--- config.mk ---
export PLATFORM = sky130hd
export DESIGN_NAME = telemetry_uart
export DESIGN_NICKNAME = d
export VERILOG_FILES = /design/src/telemetry_pkg.sv /design/src/record_capture.sv /design/src/record_formatter.sv /design/src/frame_tx.sv /design/src/telemetry_uart.sv
export VERILOG_INCLUDE_DIRS = /design/src /design/src/include
export SDC_FILE = /design/constraint.sdc
export NUM_CORES = 1
export LEC_CHECK = 0
export ABC_AREA = 1
export BUFFER_PORTS_ARGS = -buffer_cell sky130_fd_sc_hd__buf_4
export CAP_MARGIN = 20
export CELL_PAD_IN_SITES_DETAIL_PLACEMENT = 0
export CELL_PAD_IN_SITES_GLOBAL_PLACEMENT = 1
export CORE_UTILIZATION = 50
export CTS_CLUSTER_SIZE = 28
export DETAILED_ROUTE_END_ITERATION = 8
export PLACE_DENSITY = 0.83
export SYNTH_ARGS = -nofsm -noshare
export SYNTH_HDL_FRONTEND = slang
export SYNTH_SLANG_ARGS = --single-unit
--- constraint.sdc ---
create_clock -name clk -period 8 [get_ports clk]
set_clock_uncertainty 0.2 [all_clocks]
set_input_delay 1.6 -clock clk [delete_from_list [all_inputs] [get_ports clk]]
set_output_delay 1.6 -clock clk [all_outputs]
set_load 0.02 [all_outputs]
--- src/include/telemetry_cfg.svh ---
`ifndef TELEMETRY_CFG_SVH
`define TELEMETRY_CFG_SVH

// clock cycles per serial bit, 2 or more
`define TLM_CLK_PER_BIT 8

// bytes sent per record
`define TLM_FRAME_BYTES 6

// record width in bits
`define TLM_RECORD_BITS 48

`endif

--- src/telemetry_pkg.sv ---
`default_nettype none
`include "telemetry_cfg.svh"

package telemetry_pkg;

    typedef logic [`TLM_RECORD_BITS-1:0] record_word_t;

    typedef logic [7:0] seq_t;

    typedef enum logic {
        KIND_SAMPLE = 1'b0,
        KIND_STATUS = 1'b1
    } kind_e;

    // accelerometer style sample
    typedef struct packed {
        kind_e       kind;
        logic [14:0] x;
        logic [15:0] y;
        logic [15:0] z;
    } sample_t;

    typedef struct packed {
        kind_e       kind;
        logic [6:0]  code;
        seq_t        seq;
        logic [31:0] uptime;
    } status_t;

    // same 48 bits, view picked by kind
    typedef union packed {
        sample_t sample;
        status_t status;
    } record_u;

endpackage

`default_nettype wire

--- src/record_capture.sv ---
`default_nettype none

module record_capture import telemetry_pkg::*; (
    input  wire          clk,
    input  wire          rst,
    input  wire          rec_req,
    input  wire record_word_t rec_data,
    output logic         rec_ack,
    input  wire          buf_take,
    output logic         buf_valid,
    output record_word_t buf_data
);

    typedef enum logic [1:0] {
        S_IDLE,
        S_ACKED,
        S_WAIT_DROP
    } state_t;

    state_t state;
    logic   accept;

    // only acknowledge into an empty buffer, producer stalls otherwise
    assign accept = (state == S_IDLE) && rec_req && !buf_valid;

    always_ff @(posedge clk) begin
        if (rst) begin
            state     <= S_IDLE;
            rec_ack   <= 1'b0;
            buf_valid <= 1'b0;
        end else begin
            if (buf_take) begin
                buf_valid <= 1'b0;
            end
            case (state)
                S_IDLE: begin
                    if (accept) begin
                        rec_ack   <= 1'b1;
                        buf_valid <= 1'b1;
                        state     <= S_ACKED;
                    end
                end
                S_ACKED, S_WAIT_DROP: begin
                    // ack held until req seen low
                    if (!rec_req) begin
                        rec_ack <= 1'b0;
                        state   <= S_IDLE;
                    end else begin
                        state <= S_WAIT_DROP;
                    end
                end
                default: state <= S_IDLE;
            endcase
        end
    end

    always_ff @(posedge clk) begin
        if (accept) begin
            buf_data <= rec_data;
        end
    end

endmodule

`default_nettype wire

--- src/record_formatter.sv ---
`default_nettype none

module record_formatter import telemetry_pkg::*; (
    input  wire          clk,
    input  wire          rst,
    input  wire          buf_valid,
    input  wire record_word_t buf_data,
    output logic         buf_take,
    input  wire          busy,
    output logic         start,
    output record_word_t frame_data
);

    record_u rec_in;
    record_u rec_out;
    seq_t    seq_cnt;
    logic    out_valid;
    logic    is_status;

    assign rec_in    = buf_data;
    assign is_status = (rec_in.status.kind == KIND_STATUS);

    // sample records pass as they are
    always_comb begin
        rec_out = rec_in;
        if (is_status) begin
            rec_out.status.seq = seq_cnt;
        end
    end

    always_ff @(posedge clk) begin
        if (rst) begin
            buf_take  <= 1'b0;
            start     <= 1'b0;
            out_valid <= 1'b0;
            seq_cnt   <= '0;
        end else begin
            buf_take <= buf_valid && !out_valid && !buf_take;
            start    <= out_valid && !busy && !start;
            if (buf_take) begin
                out_valid <= 1'b1;
                // counts status records only
                if (is_status) begin
                    seq_cnt <= seq_cnt + 1'b1;
                end
            end else if (start) begin
                out_valid <= 1'b0;
            end
        end
    end

    always_ff @(posedge clk) begin
        if (buf_take) begin
            frame_data <= rec_out;
        end
    end

endmodule

`default_nettype wire

--- src/frame_tx.sv ---
`default_nettype none
`include "telemetry_cfg.svh"

module frame_tx import telemetry_pkg::*; (
    input  wire          clk,
    input  wire          rst,
    input  wire          hold,
    input  wire          start,
    input  wire record_word_t frame_data,
    output logic         tx,
    output logic         busy
);

    localparam int CTR_W  = $clog2(`TLM_CLK_PER_BIT);
    localparam int BYTE_W = $clog2(`TLM_FRAME_BYTES);

    localparam logic [CTR_W-1:0]  CTR_LAST  = CTR_W'(`TLM_CLK_PER_BIT - 1);
    localparam logic [BYTE_W-1:0] BYTE_LAST = BYTE_W'(`TLM_FRAME_BYTES - 1);

    typedef enum logic [1:0] {
        S_IDLE,
        S_START,
        S_DATA,
        S_STOP
    } state_t;

    state_t            state;
    logic [CTR_W-1:0]  ctr;
    logic [2:0]        bit_idx;
    logic [BYTE_W-1:0] byte_cnt;
    logic              hold_q;
    logic              bit_end;
    record_word_t      shreg;

    assign bit_end = (ctr == CTR_LAST);

    always_ff @(posedge clk) begin
        if (rst) begin
            state    <= S_IDLE;
            ctr      <= '0;
            bit_idx  <= '0;
            byte_cnt <= '0;
            hold_q   <= 1'b0;
            tx       <= 1'b1;
            busy     <= 1'b0;
        end else begin
            hold_q <= hold;
            case (state)
                S_IDLE: begin
                    ctr      <= '0;
                    bit_idx  <= '0;
                    byte_cnt <= '0;
                    // start only arrives while busy is low, so always honour it
                    if (start) begin
                        state <= S_START;
                        tx    <= 1'b0;
                        busy  <= 1'b1;
                    end else begin
                        busy <= hold_q;
                    end
                end
                S_START: begin
                    ctr <= ctr + 1'b1;
                    if (bit_end) begin
                        ctr   <= '0;
                        state <= S_DATA;
                        tx    <= shreg[0];
                    end
                end
                S_DATA: begin
                    ctr <= ctr + 1'b1;
                    if (bit_end) begin
                        ctr     <= '0;
                        bit_idx <= bit_idx + 1'b1;
                        if (bit_idx == 3'd7) begin
                            state <= S_STOP;
                            tx    <= 1'b1;
                        end else begin
                            // next bit is at [1] before the shift lands
                            tx <= shreg[1];
                        end
                    end
                end
                S_STOP: begin
                    ctr <= ctr + 1'b1;
                    if (bit_end) begin
                        ctr <= '0;
                        if (byte_cnt == BYTE_LAST) begin
                            state <= S_IDLE;
                            busy  <= hold_q;
                        end else begin
                            byte_cnt <= byte_cnt + 1'b1;
                            state    <= S_START;
                            tx       <= 1'b0;
                        end
                    end
                end
                default: state <= S_IDLE;
            endcase
        end
    end

    // record shifts right one bit per data bit, lsb byte first
    always_ff @(posedge clk) begin
        if (state == S_IDLE && start) begin
            shreg <= frame_data;
        end else if (state == S_DATA && bit_end) begin
            shreg <= shreg >> 1;
        end
    end

endmodule

`default_nettype wire

--- src/telemetry_uart.sv ---
`default_nettype none

module telemetry_uart import telemetry_pkg::*; (
    input  wire          clk,
    input  wire          rst,
    input  wire          rec_req,
    input  wire record_word_t rec_data,
    output logic         rec_ack,
    input  wire          hold,
    output logic         tx,
    output logic         busy
);

    logic         buf_valid;
    logic         buf_take;
    record_word_t buf_data;
    logic         start;
    record_word_t frame_data;

    record_capture u_record_capture (
        .clk       (clk),
        .rst       (rst),
        .rec_req   (rec_req),
        .rec_data  (rec_data),
        .rec_ack   (rec_ack),
        .buf_take  (buf_take),
        .buf_valid (buf_valid),
        .buf_data  (buf_data)
    );

    record_formatter u_record_formatter (
        .clk        (clk),
        .rst        (rst),
        .buf_valid  (buf_valid),
        .buf_data   (buf_data),
        .buf_take   (buf_take),
        .busy       (busy),
        .start      (start),
        .frame_data (frame_data)
    );

    frame_tx u_frame_tx (
        .clk        (clk),
        .rst        (rst),
        .hold       (hold),
        .start      (start),
        .frame_data (frame_data),
        .tx         (tx),
        .busy       (busy)
    );

endmodule

`default_nettype wire

* Word-level counts from Yosys, hierarchy flattened *
Index checks and enable logic that the tools add are counted.

word-level totals
  register bits = 173
  output and inout bits = 3
  input bits = 52

operators by class
  equality and inequality tests = 17
  add/sub/neg operators = 4
  reductions and logical operators = 29
  muxes and demuxes = 38

operator list
  cell                                                                     number
  48-bit 2-to-1 mux                                                        2
  3-bit case mux with 2 select lines                                       3
  1-bit 2-to-1 mux                                                         16
  2-bit 2-to-1 mux                                                         7
  3-bit 2-to-1 mux                                                         4
  2-bit by 1-bit inequality test with 1-bit output, second input constant  6
  5-bit AND reduction                                                      2
  2-bit nonzero test                                                       5
  3-bit by 1-bit adder with 3-bit output, second input constant            3
  3-bit equality test, second input constant                               3
  3-bit AND reduction                                                      3
  8-bit by 1-bit adder with 8-bit output, second input constant            1
  1-bit logical AND                                                        8
  8-bit 2-to-1 mux                                                         1
  2-bit case mux with 4 select lines                                       1
  2-bit equality test, second input constant                               3
  2-bit inequality test, second input constant                             3
  1-bit logical NOT                                                        5
  2-bit by 1-bit equality test with 1-bit output, second input constant    2
  2-bit logical NOT                                                        2
  1-bit case mux with 2 select lines                                       2
  1-bit case mux with 4 select lines                                       1
  2-bit case mux with 2 select lines                                       1
  2-bit AND reduction                                                      2
  other kinds (2)                                                          2

* Longest topological paths before layout *
Gate-level depths: netlist of the first run.

  depth after elaboration = 5
  gate-level depth with buffers = 10

* Cells and area by module *
A second synthesis of the first run with hierarchy kept.

unflattened totals
  cell total of the unflattened synthesis = 422
  area, all modules = 6498.7 sq um

modules (own cells, without submodules)
  module            times used  cells each  area an instance (sq um)
  frame_tx          1           211         2811.4
  record_formatter  1           130         2019.4
  record_capture    1           81          1667.8

* Least setup slack after synthesis of the first run *
No wires, ideal clock.

  path type = input to register
  from = input port rec_req
  to = register u_record_capture.rec_ack
  required time = 7717 ps
  slack = 3622 ps
  cell stages on the path = 4
  setup time = 83 ps
  buffers on the path = 0
  arrival = 4095 ps
  path through = nand2_1 -> nor2_1 -> nand2_1 -> o21ai_0

on the way
  longest elaborated chain between the ends = 4
  elaborated cells on any way between the ends = 5

RTL lines
  element                                                     line                  source
  from (decl)                                                 telemetry_uart.sv:6   input wire rec_req,
  1-bit logical AND (2 in a row)                              record_capture.sv:24  assign accept = (state == S_IDLE) && rec_req && !buf_valid;
  net u_record_capture.accept                                 record_capture.sv:21  logic accept;
  2-bit by 1-bit inequality test with 1-bit output (no line)  n/a
  3-bit AND reduction (no line)                               n/a
  to (signal assigned)                                        record_capture.sv:29  rec_ack <= 1'b0;
  to (signal assigned)                                        record_capture.sv:38  rec_ack <= 1'b1;
  to (signal assigned)                                        record_capture.sv:46  rec_ack <= 1'b0;
  to (decl)                                                   record_capture.sv:8   output logic rec_ack,

The timed path passes the listed nets, and every way through them passes these cells.
A chain may end at the register's enable or synchronous reset.

* Worst setup path after layout of the first run *
  from = register u_frame_tx.busy
  to = output port busy

RTL lines
  element                 line                  source
  from (decl)             frame_tx.sv:11        output logic busy
  from (signal assigned)  frame_tx.sv:59        busy <= hold_q;
  from (signal assigned)  frame_tx.sv:90        busy <= hold_q;
  to (decl)               telemetry_uart.sv:11  output logic busy

No word-level cell between the ends.

==> impl_metrics.prom, run 1 <==
# TYPE chip_impl_metric gauge
chip_impl_info{name="status",value="finished, final reports clean"} 1
chip_impl_metric{name="wire_per_inst",unit="um"} 13.9
chip_impl_metric{name="synth.distinct_cells",unit=""} 21
chip_impl_metric{name="detail_route.first_pass.iterations",unit=""} 4
chip_impl_metric{name="synthXorXnorAreaFrac",unit="%"} 0
chip_impl_metric{name="row_count",unit=""} 41
chip_impl_metric{name="clock_sink_count",unit=""} 173
chip_impl_metric{name="postSynthNetCount",unit=""} 477
chip_impl_metric{name="h-tree-depth",unit=""} 4
chip_impl_metric{name="die_w",unit="um"} 116
chip_impl_metric{name="syn_inst",unit=""} 410
chip_impl_metric{name="leakage",unit="nW"} 2.85
chip_impl_metric{name="route.final.wire_length",unit="mm"} 9.21
chip_impl_metric{name="synth-seq-cells",unit=""} 173
chip_impl_metric{name="max-cap-violations",unit=""} 0
chip_impl_metric{name="grt_max_degree",unit=""} 53
chip_impl_metric{name="worst_skew_pair.late_latency",unit="ns"} 0.42
chip_impl_metric{name="first_pass_grt_wire_length",unit="mm"} 15.0
chip_impl_metric{name="route.antenna.remaining_nets",unit=""} 0
chip_impl_metric{name="required",unit="ns"} 6.20
chip_impl_metric{name="max_freq",unit="MHz"} 367
chip_impl_metric{name="synth_sequential_area_ratio",unit="%"} 76.1
chip_impl_info{name="rsz_0062_raised_after_global_routing",value="no"} 1
chip_impl_metric{name="initial_antenna_violation_count",unit=""} 0
chip_impl_metric{name="cts.reportedPaths.clkPinSlew",unit="ns"} 0.06
chip_impl_metric{name="fin_setup_tns",unit="ns"} 0
chip_impl_metric{name="met1_usage",unit="%"} 20.5
chip_impl_metric{name="post-layout-total-power",unit="W"} 0.00233
chip_impl_metric{name="core_region_area",unit="um^2"} 12600
chip_impl_info{name="clock_tree_from_tritoncts",value="built"} 1
chip_impl_metric{name="fin_hold_ws",unit="ns"} 0.217
chip_impl_metric{name="initial_core_util",unit="%"} 51.3
chip_impl_metric{name="first_global_vias",unit=""} 3031
chip_impl_metric{name="worst_slew_pin_slew",unit="ns"} 0.680
chip_impl_metric{name="ir_worst_vdd",unit="mV"} 0.221
chip_impl_metric{name="cts-buffers-inserted",unit=""} 17
chip_impl_info{name="netlist_top_cells_area",value="sky130_fd_sc_hd__edfxtp_1, sky130_fd_sc_hd__dfxtp_1, sky130_fd_sc_hd__mux2_2"} 1
chip_impl_metric{name="timing.slew.headroom",unit="%"} 54.6
chip_impl_metric{name="drcViolationCount",unit=""} 0
chip_impl_metric{name="ctsResizeCount",unit=""} 0
chip_impl_metric{name="use_met2",unit="%"} 23.5
chip_impl_metric{name="synthDominantCellAreaShare",unit="%"} 67.1
chip_impl_info{name="crit_path_end_kind",value="output pin"} 1
chip_impl_metric{name="finalCriticalPeriod",unit="ns"} 2.72
chip_impl_info{name="critPathTopFamily",value="flip-flops"} 1
chip_impl_metric{name="die_height",unit="um"} 116
chip_impl_info{name="critical-path-slowest-cell",value="sky130_fd_sc_hd__dfxtp_1"} 1
chip_impl_info{name="globalRoute.busiestLayer",value="met2"} 1
chip_impl_metric{name="layout_worst_path_cycle_share",unit="%"} 34.0
chip_impl_metric{name="timing.critical_path.fanout_max",unit=""} 3
chip_impl_metric{name="globalplace.congestion",unit=""} 0.756
chip_impl_info{name="synth_top_cell_by_area",value="sky130_fd_sc_hd__edfxtp_1"} 1
chip_impl_metric{name="grt.overflow.total",unit=""} 0
chip_impl_metric{name="syn-mean-instance-area",unit="um^2"} 15.7
chip_impl_metric{name="worst-r2r-setup-slack",unit="ns"} 5.56
chip_impl_metric{name="timing.critical_path.arrival",unit="ns"} 0.92
chip_impl_metric{name="buffer_ports.inserted",unit=""} 54
chip_impl_metric{name="num-nets-final",unit=""} 545
chip_impl_metric{name="vias_per_cell",unit=""} 4.84
chip_impl_metric{name="synthesis_to_layout_area_growth",unit="%"} 18.9
chip_impl_metric{name="drt-initial-drc-count",unit=""} 235
chip_impl_metric{name="hpwlAfterDp",unit="mm"} 5.66
chip_impl_info{name="cp_cell_sequence",value="buf_4"} 1
chip_impl_info{name="critical_path.startpoint_type",value="register"} 1
chip_impl_metric{name="cts_setup_buffers",unit=""} 0
chip_impl_metric{name="grt.total_usage",unit="%"} 15.6
chip_impl_metric{name="hold_fails_final_rpt",unit=""} 0
chip_impl_metric{name="num_io_pins",unit=""} 55
chip_impl_metric{name="syn-cell-area",unit="um^2"} 6440
chip_impl_metric{name="yosysWarnings",unit=""} 0
chip_impl_metric{name="detailroute.via_count",unit=""} 3210
chip_impl_metric{name="yosys-mux-area-fraction",unit="%"} 9.38
chip_impl_info{name="cts_root_buffer",value="sky130_fd_sc_hd__clkbuf_16"} 1
chip_impl_info{name="dominant_combinational_cell_family_by_area_after_synthesis",value="multiplexers"} 1
chip_impl_metric{name="maximum_clock_path_buffer_count",unit=""} 2
chip_impl_metric{name="timing_max_transition_violations_final",unit=""} 0
chip_impl_info{name="worstSetupPathType",value="reg -> out"} 1
chip_impl_metric{name="num_antenna_cells",unit=""} 0
chip_impl_metric{name="synth_compound_area_share",unit="%"} 3.13
chip_impl_metric{name="grt_util_met3",unit="%"} 4.65
chip_impl_metric{name="yosys.area_share.adder",unit="%"} 2.91
chip_impl_metric{name="design.die.area",unit="um^2"} 13300
chip_impl_metric{name="yosys.area_share.simple",unit="%"} 5.71
chip_impl_metric{name="worstPathBufferInverterCount",unit=""} 1
chip_impl_metric{name="cpPeakStageDelay",unit="ns"} 0.35
chip_impl_metric{name="hold_buffers",unit=""} 0
chip_impl_metric{name="post-place-ws",unit="ns"} 4.98
chip_impl_metric{name="fin_ws",unit="ns"} 5.28
chip_impl_metric{name="timing.final.setup_violations",unit=""} 0
chip_impl_info{name="min-delay-path-class",value="reg -> reg"} 1
chip_impl_metric{name="power_per_cell_area",unit="nW/um^2"} 304
chip_impl_metric{name="fraction_of_final_layout_cells_with_drive_strength_greater_than_1",unit="%"} 28.9
cells in the mapped netlist:
master,n
sky130_fd_sc_hd__edfxtp_1,144
sky130_fd_sc_hd__o21a_1,1
sky130_fd_sc_hd__mux2_2,43
sky130_fd_sc_hd__nand4_1,3
sky130_fd_sc_hd__clkbuf_2,1
sky130_fd_sc_hd__mux2_4,8
sky130_fd_sc_hd__and2_1,1
sky130_fd_sc_hd__ha_1,15
sky130_fd_sc_hd__a21oi_1,19
sky130_fd_sc_hd__clkinv_1,1
sky130_fd_sc_hd__a21boi_0,1
sky130_fd_sc_hd__nand3_1,12
sky130_fd_sc_hd__buf_2,6
sky130_fd_sc_hd__inv_1,31
sky130_fd_sc_hd__nand2_1,45
sky130_fd_sc_hd__o21ai_0,17
sky130_fd_sc_hd__buf_6,2
sky130_fd_sc_hd__dfxtp_1,29
sky130_fd_sc_hd__nor2_1,29
sky130_fd_sc_hd__nor3_1,1
sky130_fd_sc_hd__a31oi_1,1
path summary, 6_finish.rpt:
check / from / end / cells past startpoint
hold / removal: u_record_capture.buf_data[0]$_DFFE_PP_ / u_record_formatter.frame_data[0]$_DFFE_PP_ / 0
hold reg to reg: u_record_capture.buf_data[0]$_DFFE_PP_ / u_record_formatter.frame_data[0]$_DFFE_PP_ / 0
setup / recovery: u_frame_tx.busy$_SDFFE_PP0P_ / busy / 1
setup reg to reg: u_frame_tx.state[0]$_SDFFE_PP0P_ / u_frame_tx.shreg[45]$_DFFE_PP_ / 6
kinds of logic after synthesis:
kind of cell	after synthesis
flops	173
simple gates	91
mux	51
buf+inv	41
compound gates	39
fa+ha+maj	15
cell usage in the layout (no fill, tap or decap), drive strengths merged:
cell type	count
nor2	29
a21boi	1
ha	15
and2	1
buf	58
dfxtp	29
o21a	1
nand3	12
bufinv	3
inv	32
o21ai	17
clkbuf	21
edfxtp	144
a31oi	1
mux2	51
clkinv	8
nand2	45
nand4	3
nor3	1
a21oi	19
per-layer routing:
metal,up-vias,share of wire [%]
li1,1608,-
met3,17,4.0
met5,-,0
met4,0,2.3
met1,1524,48
met2,61,46
report_power, final:
| part | switching [W] | internal, W |
|---|---|---|
| Clock | 0.000318 | 0.000506 |
| Combinational | 0.000190 | 0.000121 |
| Sequential | 0.0000498 | 0.00115 |
cell type report:
type	instances	area [um^2]
clock buffer	21	460
clock inverter	11	140
fill	970	4900
inverter	32	120
multi-input combinational	196	1370
sequential	173	4910
tap	172	215
timing repair buffer	58	448
flip-flops by register name (all words and copies together) (netlist names), 2 cells and up:
register,cells
u_frame_tx.shreg,48
u_record_capture.buf_data,48
u_record_formatter.frame_data,48
u_record_formatter.seq_cnt,8
u_frame_tx.bit_idx,3
u_frame_tx.byte_cnt,3
u_frame_tx.ctr,3
u_frame_tx.state,2
u_record_capture.state,2
metrics by stage:
| stage | cell area [um^2] | util (%) | std cells |
|---|---|---|---|
| after floorplan | 6440 | - | 410 |
| after global placement | 7040 | 56.0 | 630 |
| after detailed placement | 7040 | 56.0 | 630 |
| after CTS | 7640 | 60.8 | 662 |
| after global routing | 7660 | 61.0 | 663 |
| final | 7660 | 61.0 | 663 |
Power figures use the tool's default switching activity.
==> inputs of run 2 (changes only) <==
CORE_UTILIZATION = 45   (was 50)
PLACE_DENSITY = 0.79   (was 0.83)
clock period = 2.43 ns   (was 8 ns; I/O delays follow)
==> run 2 against run 1 <==
- largest cell class unchanged
- cell area increased by 0.28%
- critical path type is now reg -> reg
- first-iteration DRC count decreased by 16%
- power increased to 3.3 times the previous value
- combinational power increased to 3.3 times the previous value
- register-to-register slack got worse by 5.2 ns
- critical path depth increased by 5
- global-route usage decreased by 1.5 points
- non-clock buffer count increased by 6
- worst setup slack got worse by 4.9 ns
==> impl_metrics.prom, run 2 (synthesis results as in run 1) <==
# TYPE chip_impl_metric gauge
chip_impl_metric{name="fraction_of_final_layout_cells_with_drive_strength_greater_than_1",unit="%"} 29.0
chip_impl_metric{name="cpPeakStageDelay",unit="ns"} 0.37
chip_impl_metric{name="timing.slew.headroom",unit="%"} 64.7
chip_impl_info{name="critical-path-slowest-cell",value="sky130_fd_sc_hd__buf_4"} 1
chip_impl_metric{name="die_height",unit="um"} 122
chip_impl_metric{name="layout_worst_path_cycle_share",unit="%"} 85.7
chip_impl_metric{name="required",unit="ns"} 2.30
chip_impl_metric{name="initial_core_util",unit="%"} 46.2
chip_impl_info{name="worstSetupPathType",value="reg -> reg"} 1
chip_impl_metric{name="core_region_area",unit="um^2"} 13900
chip_impl_metric{name="design.die.area",unit="um^2"} 14800
chip_impl_metric{name="buffer_ports.inserted",unit=""} 54
chip_impl_metric{name="clock_sink_count",unit=""} 173
chip_impl_metric{name="net_switching_share_of_the_total_power",unit="%"} 24.1
chip_impl_metric{name="first_global_vias",unit=""} 3207
chip_impl_metric{name="h-tree-depth",unit=""} 4
chip_impl_metric{name="leakage",unit="nW"} 2.85
chip_impl_info{name="critical_path.startpoint_type",value="register"} 1
chip_impl_metric{name="synthesis_to_layout_area_growth",unit="%"} 19.3
chip_impl_metric{name="intPower",unit="W"} 0.00580
chip_impl_metric{name="initial_antenna_violation_count",unit=""} 0
chip_impl_info{name="layout_top_registers",value="u_frame_tx.shreg: 48 flops, u_record_capture.buf_data: 48 flops, u_record_formatter.frame_data: 48 flops"} 1
chip_impl_metric{name="vias_per_cell",unit=""} 4.80
chip_impl_metric{name="hpwlAfterDp",unit="mm"} 6.28
chip_impl_metric{name="worst-r2r-setup-slack",unit="ns"} 0.35
chip_impl_metric{name="final.fill_count",unit=""} 1110
chip_impl_metric{name="post-layout-total-power",unit="W"} 0.00764
chip_impl_metric{name="row_count",unit=""} 43
chip_impl_info{name="cp_cell_sequence",value="inv_1 -> ha_1 -> nand2_2 -> buf_4 -> nand2_2 -> buf_4"} 1
chip_impl_metric{name="detailroute.via_count",unit=""} 3244
chip_impl_metric{name="power_frac_seq",unit="%"} 51.7
chip_impl_metric{name="max_freq",unit="MHz"} 480
chip_impl_metric{name="route.antenna.remaining_nets",unit=""} 0
chip_impl_metric{name="die_w",unit="um"} 122
chip_impl_metric{name="comb_power_share",unit="%"} 13.6
chip_impl_metric{name="globalplace.congestion",unit=""} 0.719
chip_impl_metric{name="wire_per_inst",unit="um"} 13.9
chip_impl_metric{name="ir_worst_vdd",unit="mV"} 0.571
chip_impl_metric{name="timing.critical_path.arrival",unit="ns"} 1.95
chip_impl_metric{name="finalCriticalPeriod",unit="ns"} 2.08
chip_impl_metric{name="clock_power_share",unit="%"} 34.7
chip_impl_metric{name="grt_max_degree",unit=""} 34
chip_impl_metric{name="max-cap-violations",unit=""} 0
chip_impl_info{name="cts_root_buffer",value="sky130_fd_sc_hd__clkbuf_16"} 1
chip_impl_metric{name="maximum_clock_path_buffer_count",unit=""} 2
chip_impl_info{name="rr_startpoint",value="u_frame_tx.state[0]$_SDFFE_PP0P_"} 1
chip_impl_metric{name="timing.final.setup_violations",unit=""} 0
chip_impl_info{name="clock_tree_from_tritoncts",value="built"} 1
chip_impl_metric{name="hold_buffers",unit=""} 0
chip_impl_metric{name="multi_input_area",unit="um^2"} 1370
chip_impl_metric{name="drt-initial-drc-count",unit=""} 197
chip_impl_metric{name="worstRegToRegCells",unit=""} 6
chip_impl_metric{name="worst_slew_pin_slew",unit="ns"} 0.526
chip_impl_metric{name="hold_fails_final_rpt",unit=""} 0
chip_impl_metric{name="power_per_cell_area",unit="nW/um^2"} 994
chip_impl_info{name="status",value="finished, final reports clean"} 1
chip_impl_info{name="holdPathEnd",value="u_record_capture.buf_data[8]$_DFFE_PP_"} 1
chip_impl_metric{name="cts_setup_buffers",unit=""} 0
chip_impl_metric{name="first_pass_grt_wire_length",unit="mm"} 15.3
chip_impl_metric{name="num-nets-final",unit=""} 551
chip_impl_info{name="worst_r2r_endpoint",value="u_frame_tx.shreg[40]$_DFFE_PP_"} 1
chip_impl_info{name="layout_commonest_cell",value="sky130_fd_sc_hd__edfxtp_1"} 1
chip_impl_metric{name="detail_route.first_pass.iterations",unit=""} 4
chip_impl_metric{name="ctsResizeCount",unit=""} 0
chip_impl_metric{name="total_switching_power",unit="W"} 0.00184
chip_impl_info{name="min-delay-path-class",value="in -> reg"} 1
chip_impl_metric{name="min_delay_path_depth",unit=""} 1
chip_impl_info{name="rsz_0062_raised_after_global_routing",value="no"} 1
chip_impl_metric{name="drcViolationCount",unit=""} 0
chip_impl_metric{name="fin_setup_tns",unit="ns"} 0
chip_impl_metric{name="grt.overflow.total",unit=""} 0
chip_impl_info{name="worstHoldStart",value="rec_data[8]"} 1
chip_impl_metric{name="cts-buffers-inserted",unit=""} 17
chip_impl_metric{name="num_io_pins",unit=""} 55
chip_impl_metric{name="grt.total_usage",unit="%"} 14.1
chip_impl_info{name="final_cell_mix",value="sky130_fd_sc_hd__edfxtp_1, sky130_fd_sc_hd__buf_4, sky130_fd_sc_hd__mux2_2, sky130_fd_sc_hd__nand2_1, sky130_fd_sc_hd__inv_1"} 1
chip_impl_metric{name="cts.reportedPaths.clkPinSlew",unit="ns"} 0.06
chip_impl_metric{name="timing_max_transition_violations_final",unit=""} 0
chip_impl_metric{name="ff_latch_area",unit="um^2"} 4910
chip_impl_metric{name="num_antenna_cells",unit=""} 0
chip_impl_metric{name="worst_skew_pair.late_latency",unit="ns"} 0.41
chip_impl_metric{name="timing.critical_path.fanout_max",unit=""} 33
chip_impl_info{name="crit_path_end_kind",value="register"} 1
chip_impl_metric{name="route.final.wire_length",unit="mm"} 9.40
==> run 2: cell count changes in the layout (fill, tap and decap cells not counted) <==
| cell | previous run | this run |
|---|---|---|
| sky130_fd_sc_hd__clkbuf_8 | 2 | 0 |
| sky130_fd_sc_hd__clkinvlp_4 | 0 | 2 |
| sky130_fd_sc_hd__buf_12 | 1 | 0 |
| sky130_fd_sc_hd__buf_4 | 57 | 64 |
| sky130_fd_sc_hd__clkinv_2 | 4 | 0 |
| sky130_fd_sc_hd__clkinv_1 | 2 | 5 |
==> run 2: through the flow <==
| stage | hold WS (ns) | utilization, % | std cells | setup WS (ns) | area (um^2) |
|---|---|---|---|---|---|
| 6_report | 0.0411 | 55.1 | 676 | 0.348 | 7680 |
| 5_1_grt | 0.0190 | 55.1 | 676 | 0.247 | 7680 |
| 4_1_cts | 0.0137 | 55.1 | 676 | 0.348 | 7680 |
| 3_5_place_dp | 0.205 | 51.0 | 645 | 0.360 | 7110 |
| 3_3_place_gp | 0.202 | 51.0 | 645 | 0.430 | 7110 |
| 2_1_floorplan | 0.185 | - | 410 | 0.204 | 6450 |
==> run 2: critical path, delay by kind of cell (launching register included) <==
family        cells  cell delay [ns]
fa+ha+maj         1             0.26
buf+inv           3             0.72
flops             1             0.35
simple gates      2             0.18
==> run 2: how the worst max path moves through the flow <==
stage,startpoint,endpoint,slack [ns],cells after the start
finish,u_frame_tx.state[0]$_SDFFE_PP0P_,u_frame_tx.shreg[40]$_DFFE_PP_,0.35,6
global route,u_frame_tx.state[0]$_SDFFE_PP0P_,u_frame_tx.shreg[12]$_DFFE_PP_,0.25,6
CTS,u_frame_tx.state[0]$_SDFFE_PP0P_,u_frame_tx.shreg[12]$_DFFE_PP_,0.35,6
detailed placement,u_frame_tx.state[0]$_SDFFE_PP0P_,u_frame_tx.shreg[12]$_DFFE_PP_,0.36,6
global placement,u_frame_tx.state[0]$_SDFFE_PP0P_,u_frame_tx.shreg[13]$_DFFE_PP_,0.43,6
floorplan,u_frame_tx.state[0]$_SDFFE_PP0P_,u_frame_tx.shreg[0]$_DFFE_PP_,0.20,6
==> run 2: layout make-up <==
cell class                      instances  share of cell area, %
Clock buffer                           19                   5.63
Clock inverter                         12                   1.90
Inverter                               32                   1.56
Multi-Input combinational cell        196                   17.9
Sequential cell                       173                   63.8
Tap cell                              180                   2.93
Timing Repair Buffer                   64                   6.25
==> run 2: power groups by stage <==
| stage | sequential, W | clock (W) | combinational (W) |
|---|---|---|---|
| floorplan | 0.00400 | 0 | 0.000692 |
| global placement | 0.00400 | 0 | 0.00102 |
| detailed placement | 0.00401 | 0 | 0.00105 |
| CTS | 0.00396 | 0.00273 | 0.00106 |
| global route | 0.00399 | 0.00282 | 0.00118 |
| finish | 0.00395 | 0.00265 | 0.00104 |
==> run 2: metal layers <==
layer,wire (um),global-route usage [%]
met1,4140,16.5
met2,4840,23.8
met3,307,5.20
met4,108,5.32
met5,0,0
